===== src/design/trace_pkg.sv =====
// Shared widths and depths of the trace collector with records laid out as stamp kind slot id from the top
`default_nettype none

package trace_pkg;

  // Traced pipeline stages if1 if2 id ir rr exe
  localparam int N_STAGES = 6;
  // One extra slot for the merged writeback port
  localparam int EV_SLOTS = N_STAGES + 1;

  localparam int INST_ID_W = 16;
  // Cycle stamp wraps around
  localparam int STAMP_W   = 16;
  localparam int SLOT_W    = 3;
  localparam int KIND_W    = 2;

  // Slot codes 0 to 5 follow stage order
  localparam logic [SLOT_W-1:0] SLOT_WB = 3'd6;

  typedef enum logic [KIND_W-1:0] {
    TK_ENTER  = 2'd0,
    TK_STALL  = 2'd1,
    TK_FLUSH  = 2'd2,
    TK_RETIRE = 2'd3
  } trace_kind_t;

  localparam int REC_W = STAMP_W + KIND_W + SLOT_W + INST_ID_W;

  // Snapshot word is stamp then kinds then mask then ids
  localparam int SNAP_W = STAMP_W + KIND_W * EV_SLOTS + EV_SLOTS + INST_ID_W * EV_SLOTS;

  localparam int SNAP_DEPTH = 4;
  localparam int REC_DEPTH  = 8;

  // Sink buffer size and credits after reset
  localparam int TRACE_CREDITS = 4;
  localparam int CREDIT_W      = $clog2(TRACE_CREDITS + 1);

  // Saturating drop counter
  localparam int DROP_W = 16;

endpackage

`default_nettype wire


===== src/design/event_serializer.sv =====
// Emits one record per free clock from the head snapshot in ascending slot order
`timescale 1ns/10ps
`default_nettype none

module event_serializer (
  input  logic                                            clk,
  input  logic                                            rst,
  input  logic                                            snap_valid,
  input  logic [trace_pkg::STAMP_W-1:0]                   snap_stamp,
  input  logic [trace_pkg::KIND_W*trace_pkg::EV_SLOTS-1:0] snap_kinds,
  input  logic [trace_pkg::EV_SLOTS-1:0]                  snap_mask,
  input  logic [trace_pkg::EV_SLOTS*trace_pkg::INST_ID_W-1:0] snap_ids,
  output logic                                            snap_pop,
  output logic                                            rec_push,
  output logic [trace_pkg::REC_W-1:0]                     rec_in,
  input  logic                                            rec_full
);

  import trace_pkg::*;

  typedef enum logic {
    SER_IDLE,
    SER_EMIT
  } ser_state_t;

  ser_state_t          state;
  logic [EV_SLOTS-1:0] rem;
  logic [EV_SLOTS-1:0] cur;
  logic [EV_SLOTS-1:0] rest;
  logic [SLOT_W-1:0]   sel;
  logic                active;

  // Fresh head uses its own mask, a partly sent one the remainder
  assign cur    = (state == SER_EMIT) ? rem : snap_mask;
  assign active = (state == SER_EMIT) || snap_valid;

  always_comb begin
    sel = '0;
    for (int i = EV_SLOTS - 1; i >= 0; i--) begin
      if (cur[i]) begin
        sel = SLOT_W'(i);
      end
    end
  end

  assign rest = cur & ~(EV_SLOTS'(1) << sel);

  assign rec_push = active && !rec_full;
  assign snap_pop = rec_push && (rest == '0);
  assign rec_in   = {snap_stamp,
                     snap_kinds[KIND_W*sel +: KIND_W],
                     sel,
                     snap_ids[INST_ID_W*sel +: INST_ID_W]};

  always_ff @(posedge clk) begin
    if (rst) begin
      state <= SER_IDLE;
    end else if (rec_push) begin
      state <= (rest == '0) ? SER_IDLE : SER_EMIT;
    end
  end

  always_ff @(posedge clk) begin
    if (rec_push) begin
      rem <= rest;
    end
  end

  // Capture never queues a snapshot without events
  a_mask_nonzero: assert property (@(posedge clk) disable iff (rst)
    (snap_valid && (state == SER_IDLE)) |-> (snap_mask != '0))
    else $error("empty snapshot at the head");

  // Partly sent snapshot must still be at the head
  a_head_held: assert property (@(posedge clk) disable iff (rst)
    (state == SER_EMIT) |-> snap_valid)
    else $error("snapshot lost during emission");

endmodule

`default_nettype wire


===== src/design/pipe_event_capture.sv =====
// Inputs are sampled one edge early and a full snapshot FIFO drops the whole cycle
`timescale 1ns/10ps
`default_nettype none

module pipe_event_capture (
  input  logic                                         clk,
  input  logic                                         rst,
  input  logic [trace_pkg::N_STAGES-1:0]               stage_valid,
  input  logic [trace_pkg::N_STAGES-1:0]               stage_stall,
  input  logic [trace_pkg::N_STAGES-1:0]               stage_flush,
  input  logic [trace_pkg::N_STAGES*trace_pkg::INST_ID_W-1:0] stage_id,
  input  logic                                         wb_valid,
  input  logic [trace_pkg::INST_ID_W-1:0]              wb_id,
  output logic                                         snap_valid,
  output logic [trace_pkg::STAMP_W-1:0]                snap_stamp,
  output logic [trace_pkg::KIND_W*trace_pkg::EV_SLOTS-1:0] snap_kinds,
  output logic [trace_pkg::EV_SLOTS-1:0]               snap_mask,
  output logic [trace_pkg::EV_SLOTS*trace_pkg::INST_ID_W-1:0] snap_ids,
  input  logic                                         snap_pop,
  output logic [trace_pkg::DROP_W-1:0]                 dropped_count
);

  import trace_pkg::*;

  logic [STAMP_W-1:0]            cyc;
  logic [N_STAGES-1:0]           r_valid;
  logic [N_STAGES-1:0]           r_stall;
  logic [N_STAGES-1:0]           r_flush;
  logic [N_STAGES*INST_ID_W-1:0] r_stage_id;
  logic                          r_wb_valid;
  logic [INST_ID_W-1:0]          r_wb_id;
  logic [STAMP_W-1:0]            r_stamp;

  logic [KIND_W*EV_SLOTS-1:0]    kinds_c;
  logic [EV_SLOTS-1:0]           mask_c;
  logic [SNAP_W-1:0]             snap_word;
  logic                          fifo_full;
  logic                          fifo_empty;
  logic                          has_event;

  // Sample stage
  always_ff @(posedge clk) begin
    if (rst) begin
      cyc        <= '0;
      r_valid    <= '0;
      r_flush    <= '0;
      r_wb_valid <= 1'b0;
    end else begin
      cyc        <= cyc + 1'b1;
      r_valid    <= stage_valid;
      r_flush    <= stage_flush;
      r_wb_valid <= wb_valid;
    end
  end

  always_ff @(posedge clk) begin
    r_stall    <= stage_stall;
    r_stage_id <= stage_id;
    r_wb_id    <= wb_id;
    r_stamp    <= cyc;
  end

  // Flush wins over stall, stall over enter
  always_comb begin
    kinds_c = '0;
    mask_c  = '0;
    for (int s = 0; s < N_STAGES; s++) begin
      if (r_flush[s]) begin
        kinds_c[KIND_W*s +: KIND_W] = TK_FLUSH;
        mask_c[s] = 1'b1;
      end else if (r_valid[s]) begin
        kinds_c[KIND_W*s +: KIND_W] = r_stall[s] ? TK_STALL : TK_ENTER;
        mask_c[s] = 1'b1;
      end
    end
    kinds_c[KIND_W*SLOT_WB +: KIND_W] = TK_RETIRE;
    mask_c[SLOT_WB] = r_wb_valid;
  end

  assign has_event = |mask_c;
  assign snap_word = {r_stamp, kinds_c, mask_c, r_wb_id, r_stage_id};

  trace_sync_fifo #(
    .WIDTH (SNAP_W),
    .DEPTH (SNAP_DEPTH)
  ) u_snap_fifo (
    .clk   (clk),
    .rst   (rst),
    .push  (has_event && !fifo_full),
    .din   (snap_word),
    .pop   (snap_pop),
    .dout  ({snap_stamp, snap_kinds, snap_mask, snap_ids}),
    .empty (fifo_empty),
    .full  (fifo_full)
  );

  assign snap_valid = !fifo_empty;

  always_ff @(posedge clk) begin
    if (rst) begin
      dropped_count <= '0;
    end else if (has_event && fifo_full && (dropped_count != '1)) begin
      dropped_count <= dropped_count + 1'b1;
    end
  end

endmodule

`default_nettype wire


===== src/design/pipe_trace_top.sv =====
// Trace collector top with credit flow control toward the sink
`timescale 1ns/10ps
`default_nettype none

module pipe_trace_top (
  input  logic                                         clk,
  input  logic                                         rst,
  input  logic [trace_pkg::N_STAGES-1:0]               stage_valid,
  input  logic [trace_pkg::N_STAGES-1:0]               stage_stall,
  input  logic [trace_pkg::N_STAGES-1:0]               stage_flush,
  input  logic [trace_pkg::N_STAGES*trace_pkg::INST_ID_W-1:0] stage_id,
  input  logic                                         wb_valid,
  input  logic [trace_pkg::INST_ID_W-1:0]              wb_id,
  output logic                                         rec_valid,
  output logic [trace_pkg::REC_W-1:0]                  rec_data,
  input  logic                                         credit_return,
  output logic [trace_pkg::DROP_W-1:0]                 dropped_count
);

  import trace_pkg::*;

  logic                       snap_valid;
  logic [STAMP_W-1:0]         snap_stamp;
  logic [KIND_W*EV_SLOTS-1:0] snap_kinds;
  logic [EV_SLOTS-1:0]        snap_mask;
  logic [EV_SLOTS*INST_ID_W-1:0] snap_ids;
  logic                       snap_pop;
  logic                       rec_push;
  logic [REC_W-1:0]           rec_in;
  logic                       rec_full;

  pipe_event_capture u_capture (
    .clk           (clk),
    .rst           (rst),
    .stage_valid   (stage_valid),
    .stage_stall   (stage_stall),
    .stage_flush   (stage_flush),
    .stage_id      (stage_id),
    .wb_valid      (wb_valid),
    .wb_id         (wb_id),
    .snap_valid    (snap_valid),
    .snap_stamp    (snap_stamp),
    .snap_kinds    (snap_kinds),
    .snap_mask     (snap_mask),
    .snap_ids      (snap_ids),
    .snap_pop      (snap_pop),
    .dropped_count (dropped_count)
  );

  event_serializer u_serializer (
    .clk        (clk),
    .rst        (rst),
    .snap_valid (snap_valid),
    .snap_stamp (snap_stamp),
    .snap_kinds (snap_kinds),
    .snap_mask  (snap_mask),
    .snap_ids   (snap_ids),
    .snap_pop   (snap_pop),
    .rec_push   (rec_push),
    .rec_in     (rec_in),
    .rec_full   (rec_full)
  );

  trace_credit_tx u_tx (
    .clk           (clk),
    .rst           (rst),
    .rec_push      (rec_push),
    .rec_in        (rec_in),
    .rec_full      (rec_full),
    .rec_valid     (rec_valid),
    .rec_data      (rec_data),
    .credit_return (credit_return)
  );

endmodule

`default_nettype wire


===== src/design/trace_credit_tx.sv =====
// Sink must return no more credits than it was given
`timescale 1ns/10ps
`default_nettype none

module trace_credit_tx (
  input  logic                        clk,
  input  logic                        rst,
  input  logic                        rec_push,
  input  logic [trace_pkg::REC_W-1:0] rec_in,
  output logic                        rec_full,
  output logic                        rec_valid,
  output logic [trace_pkg::REC_W-1:0] rec_data,
  input  logic                        credit_return
);

  import trace_pkg::*;

  logic [CREDIT_W-1:0] credits;
  logic                fifo_empty;

  trace_sync_fifo #(
    .WIDTH (REC_W),
    .DEPTH (REC_DEPTH)
  ) u_rec_fifo (
    .clk   (clk),
    .rst   (rst),
    .push  (rec_push),
    .din   (rec_in),
    .pop   (rec_valid),
    .dout  (rec_data),
    .empty (fifo_empty),
    .full  (rec_full)
  );

  // Each send spends a credit
  assign rec_valid = !fifo_empty && (credits != '0);

  always_ff @(posedge clk) begin
    if (rst) begin
      credits <= CREDIT_W'(TRACE_CREDITS);
    end else begin
      case ({rec_valid, credit_return})
        2'b10:   credits <= credits - 1'b1;
        2'b01:   credits <= credits + 1'b1;
        default: credits <= credits;
      endcase
    end
  end

  a_credit_max: assert property (@(posedge clk) disable iff (rst)
    credits <= CREDIT_W'(TRACE_CREDITS))
    else $error("credit count above sink capacity");

  a_return_owed: assert property (@(posedge clk) disable iff (rst)
    credit_return |-> (credits != CREDIT_W'(TRACE_CREDITS)))
    else $error("credit returned while none was outstanding");

endmodule

`default_nettype wire


===== src/design/trace_sync_fifo.sv =====
// DEPTH of at least 2 is assumed and the user must never push a full or pop an empty FIFO
`timescale 1ns/10ps
`default_nettype none

module trace_sync_fifo #(
  parameter int WIDTH = 8,
  parameter int DEPTH = 4
) (
  input  logic             clk,
  input  logic             rst,
  input  logic             push,
  input  logic [WIDTH-1:0] din,
  input  logic             pop,
  output logic [WIDTH-1:0] dout,
  output logic             empty,
  output logic             full
);

  localparam int PTR_W = $clog2(DEPTH);
  localparam int CNT_W = $clog2(DEPTH + 1);

  logic [WIDTH-1:0] mem [DEPTH];
  logic [PTR_W-1:0] wr_ptr;
  logic [PTR_W-1:0] rd_ptr;
  logic [CNT_W-1:0] count;

  always_ff @(posedge clk) begin
    if (push) begin
      mem[wr_ptr] <= din;
    end
  end

  always_ff @(posedge clk) begin
    if (rst) begin
      wr_ptr <= '0;
      rd_ptr <= '0;
      count  <= '0;
    end else begin
      if (push) begin
        wr_ptr <= (wr_ptr == PTR_W'(DEPTH - 1)) ? '0 : wr_ptr + 1'b1;
      end
      if (pop) begin
        rd_ptr <= (rd_ptr == PTR_W'(DEPTH - 1)) ? '0 : rd_ptr + 1'b1;
      end
      if (push && !pop) begin
        count <= count + 1'b1;
      end else if (pop && !push) begin
        count <= count - 1'b1;
      end
    end
  end

  // Head entry straight from the array
  assign dout  = mem[rd_ptr];
  assign empty = (count == '0);
  assign full  = (count == CNT_W'(DEPTH));

  a_no_overflow: assert property (@(posedge clk) disable iff (rst) !(push && full))
    else $error("push into full FIFO");
  a_no_underflow: assert property (@(posedge clk) disable iff (rst) !(pop && empty))
    else $error("pop from empty FIFO");

endmodule

`default_nettype wire


===== config.mk =====
export PLATFORM = sky130hd
export DESIGN_NAME = pipe_trace_top
export DESIGN_NICKNAME = d
export VERILOG_FILES = /design/src/design/trace_pkg.sv /design/src/design/event_serializer.sv /design/src/design/pipe_event_capture.sv /design/src/design/pipe_trace_top.sv /design/src/design/trace_credit_tx.sv /design/src/design/trace_sync_fifo.sv
export SDC_FILE = /design/constraint.sdc
export NUM_CORES = 1
export LEC_CHECK = 0
export BUFFER_PORTS_ARGS = -buffer_cell sky130_fd_sc_hd__clkbuf_2
export CORE_MARGIN = 2
export CORE_UTILIZATION = 58
export DETAILED_ROUTE_END_ITERATION = 16
export GPL_TIMING_DRIVEN = 1
export PLACE_DENSITY = 0.85
export REMOVE_ABC_BUFFERS = 1
export SYNTH_ARGS = -nofsm -noshare
export SYNTH_HDL_FRONTEND = slang
export SYNTH_SLANG_ARGS = --single-unit

===== constraint.sdc =====
create_clock -name clk -period 6.8 [get_ports clk]
set_input_delay 0.34 -clock clk [delete_from_list [all_inputs] [get_ports clk]]
set_output_delay 0.34 -clock clk [all_outputs]
set_load 0.005 [all_outputs]

== After elaboration in Yosys (flattened, before gate mapping) ==
Memory sizes are Yosys's and may differ from the RTL's. A register that Yosys moved wholly into a read port is not among the register bits.
Index checks and enable logic that the tools add are counted.
Storage, ports and cells
  output and inout port bits: 54
  memories: 2
  RAM bits: 884
  bits in registers: 207
  bits of input ports: 134
  word-level logic and storage cells: 129
Memories
  u_capture.u_snap_fifo.mem: depth 4, width 147, rd ports 1, clocked after Yosys merged registers in 1, wr ports 1, RTL line trace_sync_fifo.sv:22  | logic [WIDTH-1:0] mem [DEPTH];
  u_tx.u_rec_fifo.mem: depth 8, width 37, rd ports 1, clocked after Yosys merged registers in 1, wr ports 1, RTL line trace_sync_fifo.sv:22
Operators by class
  shifts and indexed selects: 3
  add/subtract/negate cells: 12
  bitwise gates (word level): 2
  multiplexer cells: 56
  equal/unequal tests: 9
  reductions and logical operators: 27
Operator list (number)
  $shiftx 112x8->16: 1
  $mux 3: 13
  $add 16x1->16 const B: 2
  $mux 2: 16
  $mux 1: 23
  $ne 16x16->1 const B: 1
  $shiftx 14x5->2: 1
  $add 3x1->3 const B: 4
  $logic_and 1x1->1: 10
  $eq 3x3->1 const B: 3
  $logic_not 1->1: 8
  $mux 4: 2
  $and 7x7->7: 1
  $logic_not 7->1: 1
  $mux 7: 1
  $not 7->7: 1
  $reduce_or 7->1: 1
  $shl 1x3->7 const A: 1
  $eq 2x2->1 const B: 3
  $pmux 3 s2: 1
  $reduce_bool 2->1: 3
  $sub 3x1->3 const B: 2
  $add 2x1->2 const B: 2
  $add 4x1->4 const B: 1
  other kinds (7): 7

== Depth between registers and ports, before layout ==
Gate-level depths: netlist of run 1.
  word-level depth: 16
  depth in mapped cells: 18
  mapped depth without buffers: 14

== Hierarchy ==
Synthesis of run 1 repeated with hierarchy kept, for this count alone.
Unflattened totals
  cells, all modules: 1898
  area total of the unflattened synthesis: 40321.2 um^2
By module, submodules not included
  trace_sync_fifo (u_capture.u_snap_fifo): area an instance 21946.0 um^2, times used 1, cells each 823, sequential area each 18077.3 um^2
  trace_sync_fifo (u_tx.u_rec_fifo): area an instance 11745.0 um^2, times used 1, cells each 502, sequential area each 9148.8 um^2
  pipe_event_capture: area an instance 4672.0 um^2, times used 1, cells each 356, sequential area each 3583.4 um^2
  event_serializer: area an instance 1793.0 um^2, times used 1, cells each 200, sequential area each 230.2 um^2
  trace_credit_tx: area an instance 165.2 um^2, times used 1, cells each 17, sequential area each 60.1 um^2

== Worst setup path after synthesis of run 1 ==
Ideal clock, no wire load.
  path kind: register -> register
  start point: reg u_serializer.state
  end point: mem u_tx.u_rec_fifo.mem[6][0] in the netlist's numbering (enable)
  stages on the path, launching flop included: 6
  data required time: 6.315 ns
  buffers on the path: 1
  setup slack: 1.833 ns
  arrival time: 4.481 ns
  clock period less this slack: 4.967 ns
  setup time: 0.485 ns
  cells stage by stage: dfxtp_1 buf_2 nor4_1 a21oi_1 nand2_1 nor3b_1
Between the ends
  word-level cells in the longest chain between the ends: 4
RTL lines
  start: declaration: RTL line event_serializer.sv:26  | ser_state_t state;
  start signal: assignment: RTL line event_serializer.sv:59  | state <= (rest == '0) ? SER_IDLE : SER_EMIT;
  $logic_or 1x1->1: RTL line event_serializer.sv:35  | assign active = (state == SER_EMIT) || snap_valid;
  $logic_and 1x1->1: RTL line event_serializer.sv:48  | assign rec_push = active && !rec_full;
  net rec_push: RTL line pipe_trace_top.sv:28  | logic rec_push;
  $mux 1: RTL line trace_sync_fifo.sv:28  | if (push) begin
  $mux 1 (implied by the code): RTL line trace_sync_fifo.sv:29  | mem[wr_ptr] <= din;
  end: declaration: RTL line trace_sync_fifo.sv:22
The timed path passes the listed nets, and every way through them passes these cells.

==> impl_metrics.csv, run 1 <==
group,metric,value,unit
route,drt-initial-drc-count,2496,
critical_path,arrival,6.15,ns
power,leakagePower,15.6,nW
timing,slew_violations,0,
timing,fin_crit_sh,81.8,%
finish,layout-drive-gt1-share,30.1,%
clock_network,cts_buffer_depth,3,
logic_synthesis,synth_top_cell_area_share,67.6,%
floorplanning,io_pins,188,
global_routing,grt_max_degree,148,
clock_network,cts_tree,"done",
run_status,outcome,"finished, final reports clean",
logic_synthesis,yosysMostFrequentCell,"edfxtp_1",
logic_synthesis,syn_avg_cell_area,21.3,sq um
worst_hold_path,hold_path_class,"primary input to register",
critical_path,slowest_delay,1.02,ns
floorplanning,fp.dieW,265,microns
floorplanning,coreArea,67400,sq um
route,wl_per_cell,29.8,microns
logic_synthesis,yosys-top-cells-count,"891 x edfxtp_1, 214 x mux4_2, 205 x dfxtp_1",
timing,min_period,5.57,ns
critical_path,end_kind,"register",
place,dp_hpwl,45900,microns
critical_path,crit_fanout,51,
finish,fin_nets,2386,
clock_network,post_cts_buffers,0,
place,post-place-ws,1.65,ns
route,viasPerCell,6.48,
floorplanning,die_area,70300,sq um
power,ir_drop,0.637,mV
critical_path,cp_top_family,"compound AO/OA/AOI/OAI gates",
clock_network,clk_latency,0.68,ns
timing,rsz0062_at_grt,"no",
route,routed_wl,95300,microns
clock_network,cts_hold_buffers,131,
power,fin_total_pwr,21.4,mW
clock_network,clkSinkCount,1096,
timing,fin_skew,0.0511,ns
place,portBuffers,187,
timing,fmax,180,MHz
critical_path,slowest_stage,"dfxtp_4",
finish,syn_to_final_growth,17.2,%
worst_hold_path,hp-start,"credit_return",
critical_path,worstPathRequired,7.38,ns
logic_synthesis,synth.distinct_cells,70,
timing,slew-limit-headroom,22.5,%
logic_synthesis,async_flop_share,0,%
logic_synthesis,synth_top_flop_cell,"edfxtp_1",
global_routing,grt_overflow,0,
timing,holdWs,0.194,ns
clock_network,cts_buffers,101,
route,dr.pass1.iters,6,
logic_synthesis,ys_ff_latch,1096,
logic_synthesis,synth_cells,1860,
floorplanning,die_h,265,microns
logic_synthesis,synth_area,39600,sq um
global_routing,gr-usage-all-layers,27.7,%
clock_network,clkTransAtPathRegs,0.07,ns
finish,diodes,0,
timing,worst_slew_pin_slew,1.16,ns
job,max_cap_violations,0,
floorplanning,rows,95,
global_routing,grt_pass1_vias,21724,
route,vias,20694,
logic_synthesis,ys_seq_area_share,78.0,%
critical_path,worst-path-buf-inv,3,
clock_network,cts_resized,0,
timing,setup_slack,1.23,ns
timing,setup_viol,0,
route,drt.antenna.violating_nets,0,
global_routing,antenna_found_initial,3,
logic_synthesis,synth_top_area_cell,"edfxtp_1",
critical_path,crit_chain,"mux2i_1, a211oi_2, or3_1, a211o_1, inv_4, and2_4, o311a_4, inv_1, ha_1, inv_1, fa_1, xor2_1, or3_1, a21oi_1",
route,drc_errors,0,
clock_network,cts_root_buf,"clkbuf_16",
critical_path,crit_type,"register to register",
power,powerDensity,462,nW/um^2
clock_network,htree_levels,3,
logic_synthesis,ys_top_cells_by_area,"edfxtp_1 68%, mux4_2 12%, dfxtp_1 10%",
timing,fin_tns_setup,0,ns
global_routing,grt_pass1_wl,142000,microns
logic_synthesis,synth_edf_count,891,
floorplanning,start_util,58.7,%
timing,hold_viol,0,
critical_path,start_kind,"register",
logic_synthesis,ys.warnings.count,0,
place,place.gp.congestion,0.826,
==> area by class of cell <==
class | count | area, sq um
clock buffer | 146 | 2940
inverter | 14 | 55.1
multi-input combinational | 670 | 8360
tap | 873 | 1090
sequential | 1096 | 30900
fill | 3713 | 21000
clock inverter | 45 | 514
timing repair buffer | 350 | 2540
==> where the power goes <==
part           internal [mW]  switching [mW]  leakage [nW]
combinational           2.07            3.14          3.88
clock                   3.33            2.51          1.70
sequential              9.60           0.765          10.0
total                   15.0            6.42          15.6
==> worst register-to-register path: cells and delay by family, from the launching register on <==
| family | cells | cell delay, ns |
|---|---|---|
| xor+xnor | 1 | 0.20 |
| compound gates | 4 | 1.71 |
| buf+inv | 3 | 0.53 |
| fa+ha+maj | 2 | 0.64 |
| simple gates | 3 | 1.04 |
| mux | 1 | 0.35 |
| flops | 1 | 1.02 |
==> state kept, by name, summed over array words and instances, names as in the netlist, 4 cells and up, named ones only <==
register	flops
u_tx.u_rec_fifo.mem	296
u_capture.cyc	16
u_capture.r_stage_id	96
u_capture.r_flush	6
u_capture.r_stall	6
u_capture.r_valid	6
u_serializer.rem	7
u_capture.r_stamp	16
u_capture.r_wb_id	16
u_tx.u_rec_fifo.count	4
u_capture.u_snap_fifo.mem	588
u_capture.dropped_count	16
==> through the flow <==
stage | cell area (sq um) | utilization, % | instances
after floorplan | 39200 | - | 1780
after global placement | 41600 | 61.7 | 2872
after detailed placement | 41600 | 61.7 | 2872
after CTS | 46400 | 68.8 | 3194
after global routing | 46400 | 68.8 | 3194
final | 46400 | 68.8 | 3194
==> placed cells by master (no fill, tap or decap), types with 21 or more instances in the layout <==
cell and count:
nor2b_1 21, mux2_2 54, buf_4 28, dlygate4sd3_1 131
mux4_2 214, nor2_1 57, nand2_1 27, a21oi_1 22
xor2_1 25, clkbuf_2 187, dfxtp_1 200, edfxtp_1 891
clkbuf_1 23, clkbuf_16 103, mux2i_1 21
==> final timing paths <==
check,to,slack [ns],depth (start not counted)
max reg2reg,u_capture.u_snap_fifo.count[2]$_SDFFE_PP0P_,1.23,14
min,u_tx.credits[0]$_SDFFE_PP0P_,0.19,4
min reg2reg,u_capture.r_stamp[1]$_DFF_P_,0.37,0
max,u_capture.u_snap_fifo.count[2]$_SDFFE_PP0P_,1.23,14
==> per-layer routing <==
layer	wire [microns]	share of wire [%]	global-route usage, %	up-vias
met5	24	0.025	0	-
met3	8560	9.0	4.89	325
met1	32400	34	34.0	10548
li1	-	-	-	8332
met2	49500	52	48.0	1485
met4	4860	5.1	13.6	4
==> cell families after synthesis <==
logic type / after synthesis / synth area share (%)
and+or+nand+nor: 216 / 2.98
buffers and inverters: 94 / 1.08
other: 1 / 0.00948
muxes: 296 / 14.5
xor gates and xnor gates: 34 / 0.753
AOI/OAI and AO/OA: 104 / 2.01
adders and majority gates: 19 / 0.658
DFF: 1096 / 78.0
No activity file was read; power rests on OpenSTA's default activity.
==> run 2, diff against run 1 <==
CORE_UTILIZATION = 55   (was 58)
PLACE_DENSITY = 0.84   (was 0.85)
clock period = 5.1 ns   (was 6.8 ns; I/O delays follow)
==> impl_metrics.csv, run 2 (synthesis results as in run 1) <==
group,metric,value,unit
timing,hold_viol,0,
place,dp_hpwl,46900,microns
route,drc_errors,0,
global_routing,antenna_found_initial,1,
floorplanning,coreArea,71400,sq um
critical_path,crit_chain,"buf_4, buf_4, mux4_2, mux2_2, a222oi_1, o211ai_1",
route,viasPerCell,6.21,
timing,fin_crit_sh,84.9,%
power,powerDensity,612,nW/um^2
timing,fin_tns_setup,0,ns
finish,fin_nets,2389,
floorplanning,die_area,74100,sq um
finish,regMostFlops,"u_capture.u_snap_fifo.mem",
route,routed_wl,91800,microns
timing,slew-limit-headroom,6.14,%
finish,largest_register_ffs,588,
clock_network,cts_hold_buffers,131,
job,max_cap_violations,0,
critical_path,crit_path_frequent_cell,"buf_4",
timing,slew_violations,0,
route,drt.antenna.violating_nets,0,
floorplanning,die_h,272,microns
clock_network,post_cts_buffers,0,
finish,regArea,30900,sq um
critical_path,crit_fanout,42,
place,place.gp.congestion,0.850,
floorplanning,start_util,55.4,%
timing,setup_viol,0,
power,leakagePower,15.6,nW
critical_path,slowest_delay,0.81,ns
finish,fill_cells,4306,
floorplanning,io_pins,188,
critical_path,end_kind,"register",
route,vias,20330,
critical_path,slowest_stage,"dfxtp_4",
power,fin_total_pwr,28.5,mW
finish,diodes,0,
clock_network,clk_latency,0.69,ns
global_routing,gr-usage-all-layers,25.1,%
finish,syn_to_final_growth,17.5,%
finish,final_cell_mix,"891 x edfxtp_1, 214 x mux4_2, 200 x dfxtp_1",
global_routing,grt_pass1_wl,137000,microns
clock_network,cts_resized,0,
timing,min_period,4.33,ns
route,wl_per_cell,28.0,microns
finish,layout-drive-gt1-share,29.7,%
run_status,outcome,"finished, final reports clean",
critical_path,start_kind,"register",
power,ir_drop,0.558,mV
clock_network,htree_levels,3,
finish,final_util,65.2,%
timing,fin_skew,0.0519,ns
floorplanning,fp.dieW,272,microns
finish,multi_input_area,8360,sq um
clock_network,clkTransAtPathRegs,0.06,ns
clock_network,cts_root_buf,"clkbuf_16",
floorplanning,rows,98,
global_routing,grt_pass1_vias,21191,
clock_network,cts_buffers,100,
global_routing,grt_overflow,0,
timing,rsz0062_at_grt,"no",
route,dr.pass1.iters,7,
timing,worst_slew_pin_slew,1.40,ns
place,portBuffers,187,
critical_path,arrival,4.62,ns
worst_hold_path,hold_path_class,"primary input to register",
finish,mostFrequentLayoutCell,"edfxtp_1",
clock_network,clkSinkCount,1096,
critical_path,crit_type,"register to register",
route,drt-initial-drc-count,2482,
clock_network,cts_tree,"done",
global_routing,grt_max_degree,96,
critical_path,worstPathRequired,5.38,ns
timing,fmax,231,MHz
finish,reg.largest.list,"u_capture.u_snap_fifo.mem: 588 flops, u_tx.u_rec_fifo.mem: 296 flops, u_capture.r_stage_id: 96 flops",
clock_network,cts_buffer_depth,3,
## run 2: cell types whose count changed in the layout (fill, tap and decap cells not counted), moves of 2 or more
cell / previous run / this run
clkbuf_1: 23 / 30
clkbuf_16: 103 / 107
inv_6: 5 / 3
clkbuf_8: 20 / 11
buf_4: 28 / 32
inv_4: 3 / 1
clkinv_1: 6 / 8
clkinv_4: 3 / 0
clkinvlp_4: 1 / 3
clkinv_2: 17 / 13
## run 2: routing by layer
metal | vias up | part of all wire, % | track usage (%)
li1 | 8330 | - | -
met2 | 1276 | 52 | 43.1
met5 | - | 0 | 0
met1 | 10463 | 36 | 31.6
met4 | 0 | 4.5 | 11.6
met3 | 261 | 7.9 | 4.13
## run 2: report_power, final
group / leakage, nW / internal (mW) / switching, mW
clock network: 1.68 / 4.48 / 3.31
registers: 10.0 / 12.8 / 0.995
logic: 3.90 / 2.77 / 4.15
## run 2: path summary, 6_finish.rpt
path / start / end / slack [ns] / cells past startpoint
hold reg to reg: u_capture.cyc[15]$_SDFF_PP0_ / u_capture.r_stamp[15]$_DFF_P_ / 0.37 / 0
hold / removal: credit_return / u_tx.credits[0]$_SDFFE_PP0P_ / 0.11 / 4
setup reg to reg: register / u_tx.u_rec_fifo.mem[4][14]$_DFFE_PP_ / 0.77 / 6
setup / recovery: register / u_tx.u_rec_fifo.mem[4][14]$_DFFE_PP_ / 0.77 / 6
## run 2: layout make-up
cell class,count,area share (%)
inverters,14,0.118
repair buffers,354,5.52
well taps,950,2.56
clock inverters,40,1.09
clock buffers,149,6.34
multi-input cells,670,18.0
flip-flops and latches,1096,66.4
## run 2: worst max-delay path: cells and delay by family, from the launching register on
| kind | cells | cell delay (ns) |
|---|---|---|
| AOI/OAI and AO/OA | 2 | 0.78 |
| buffers and inverters | 2 | 1.37 |
| DFF | 1 | 0.81 |
| muxes | 2 | 0.94 |
## run 2: through the flow
step / instance area (sq um) / instances / hold slack (ns) / worst slack, ns
after floorplan: 39200 / 1780 / 0.283 / -4.96
after global routing: 46500 / 3273 / 0.126 / 0.493
after detailed placement: 41700 / 2953 / 0.357 / 0.881
after CTS: 46500 / 3273 / 0.0812 / 0.778
after global placement: 41700 / 2953 / 0.354 / 0.922
final: 46500 / 3273 / 0.113 / 0.769
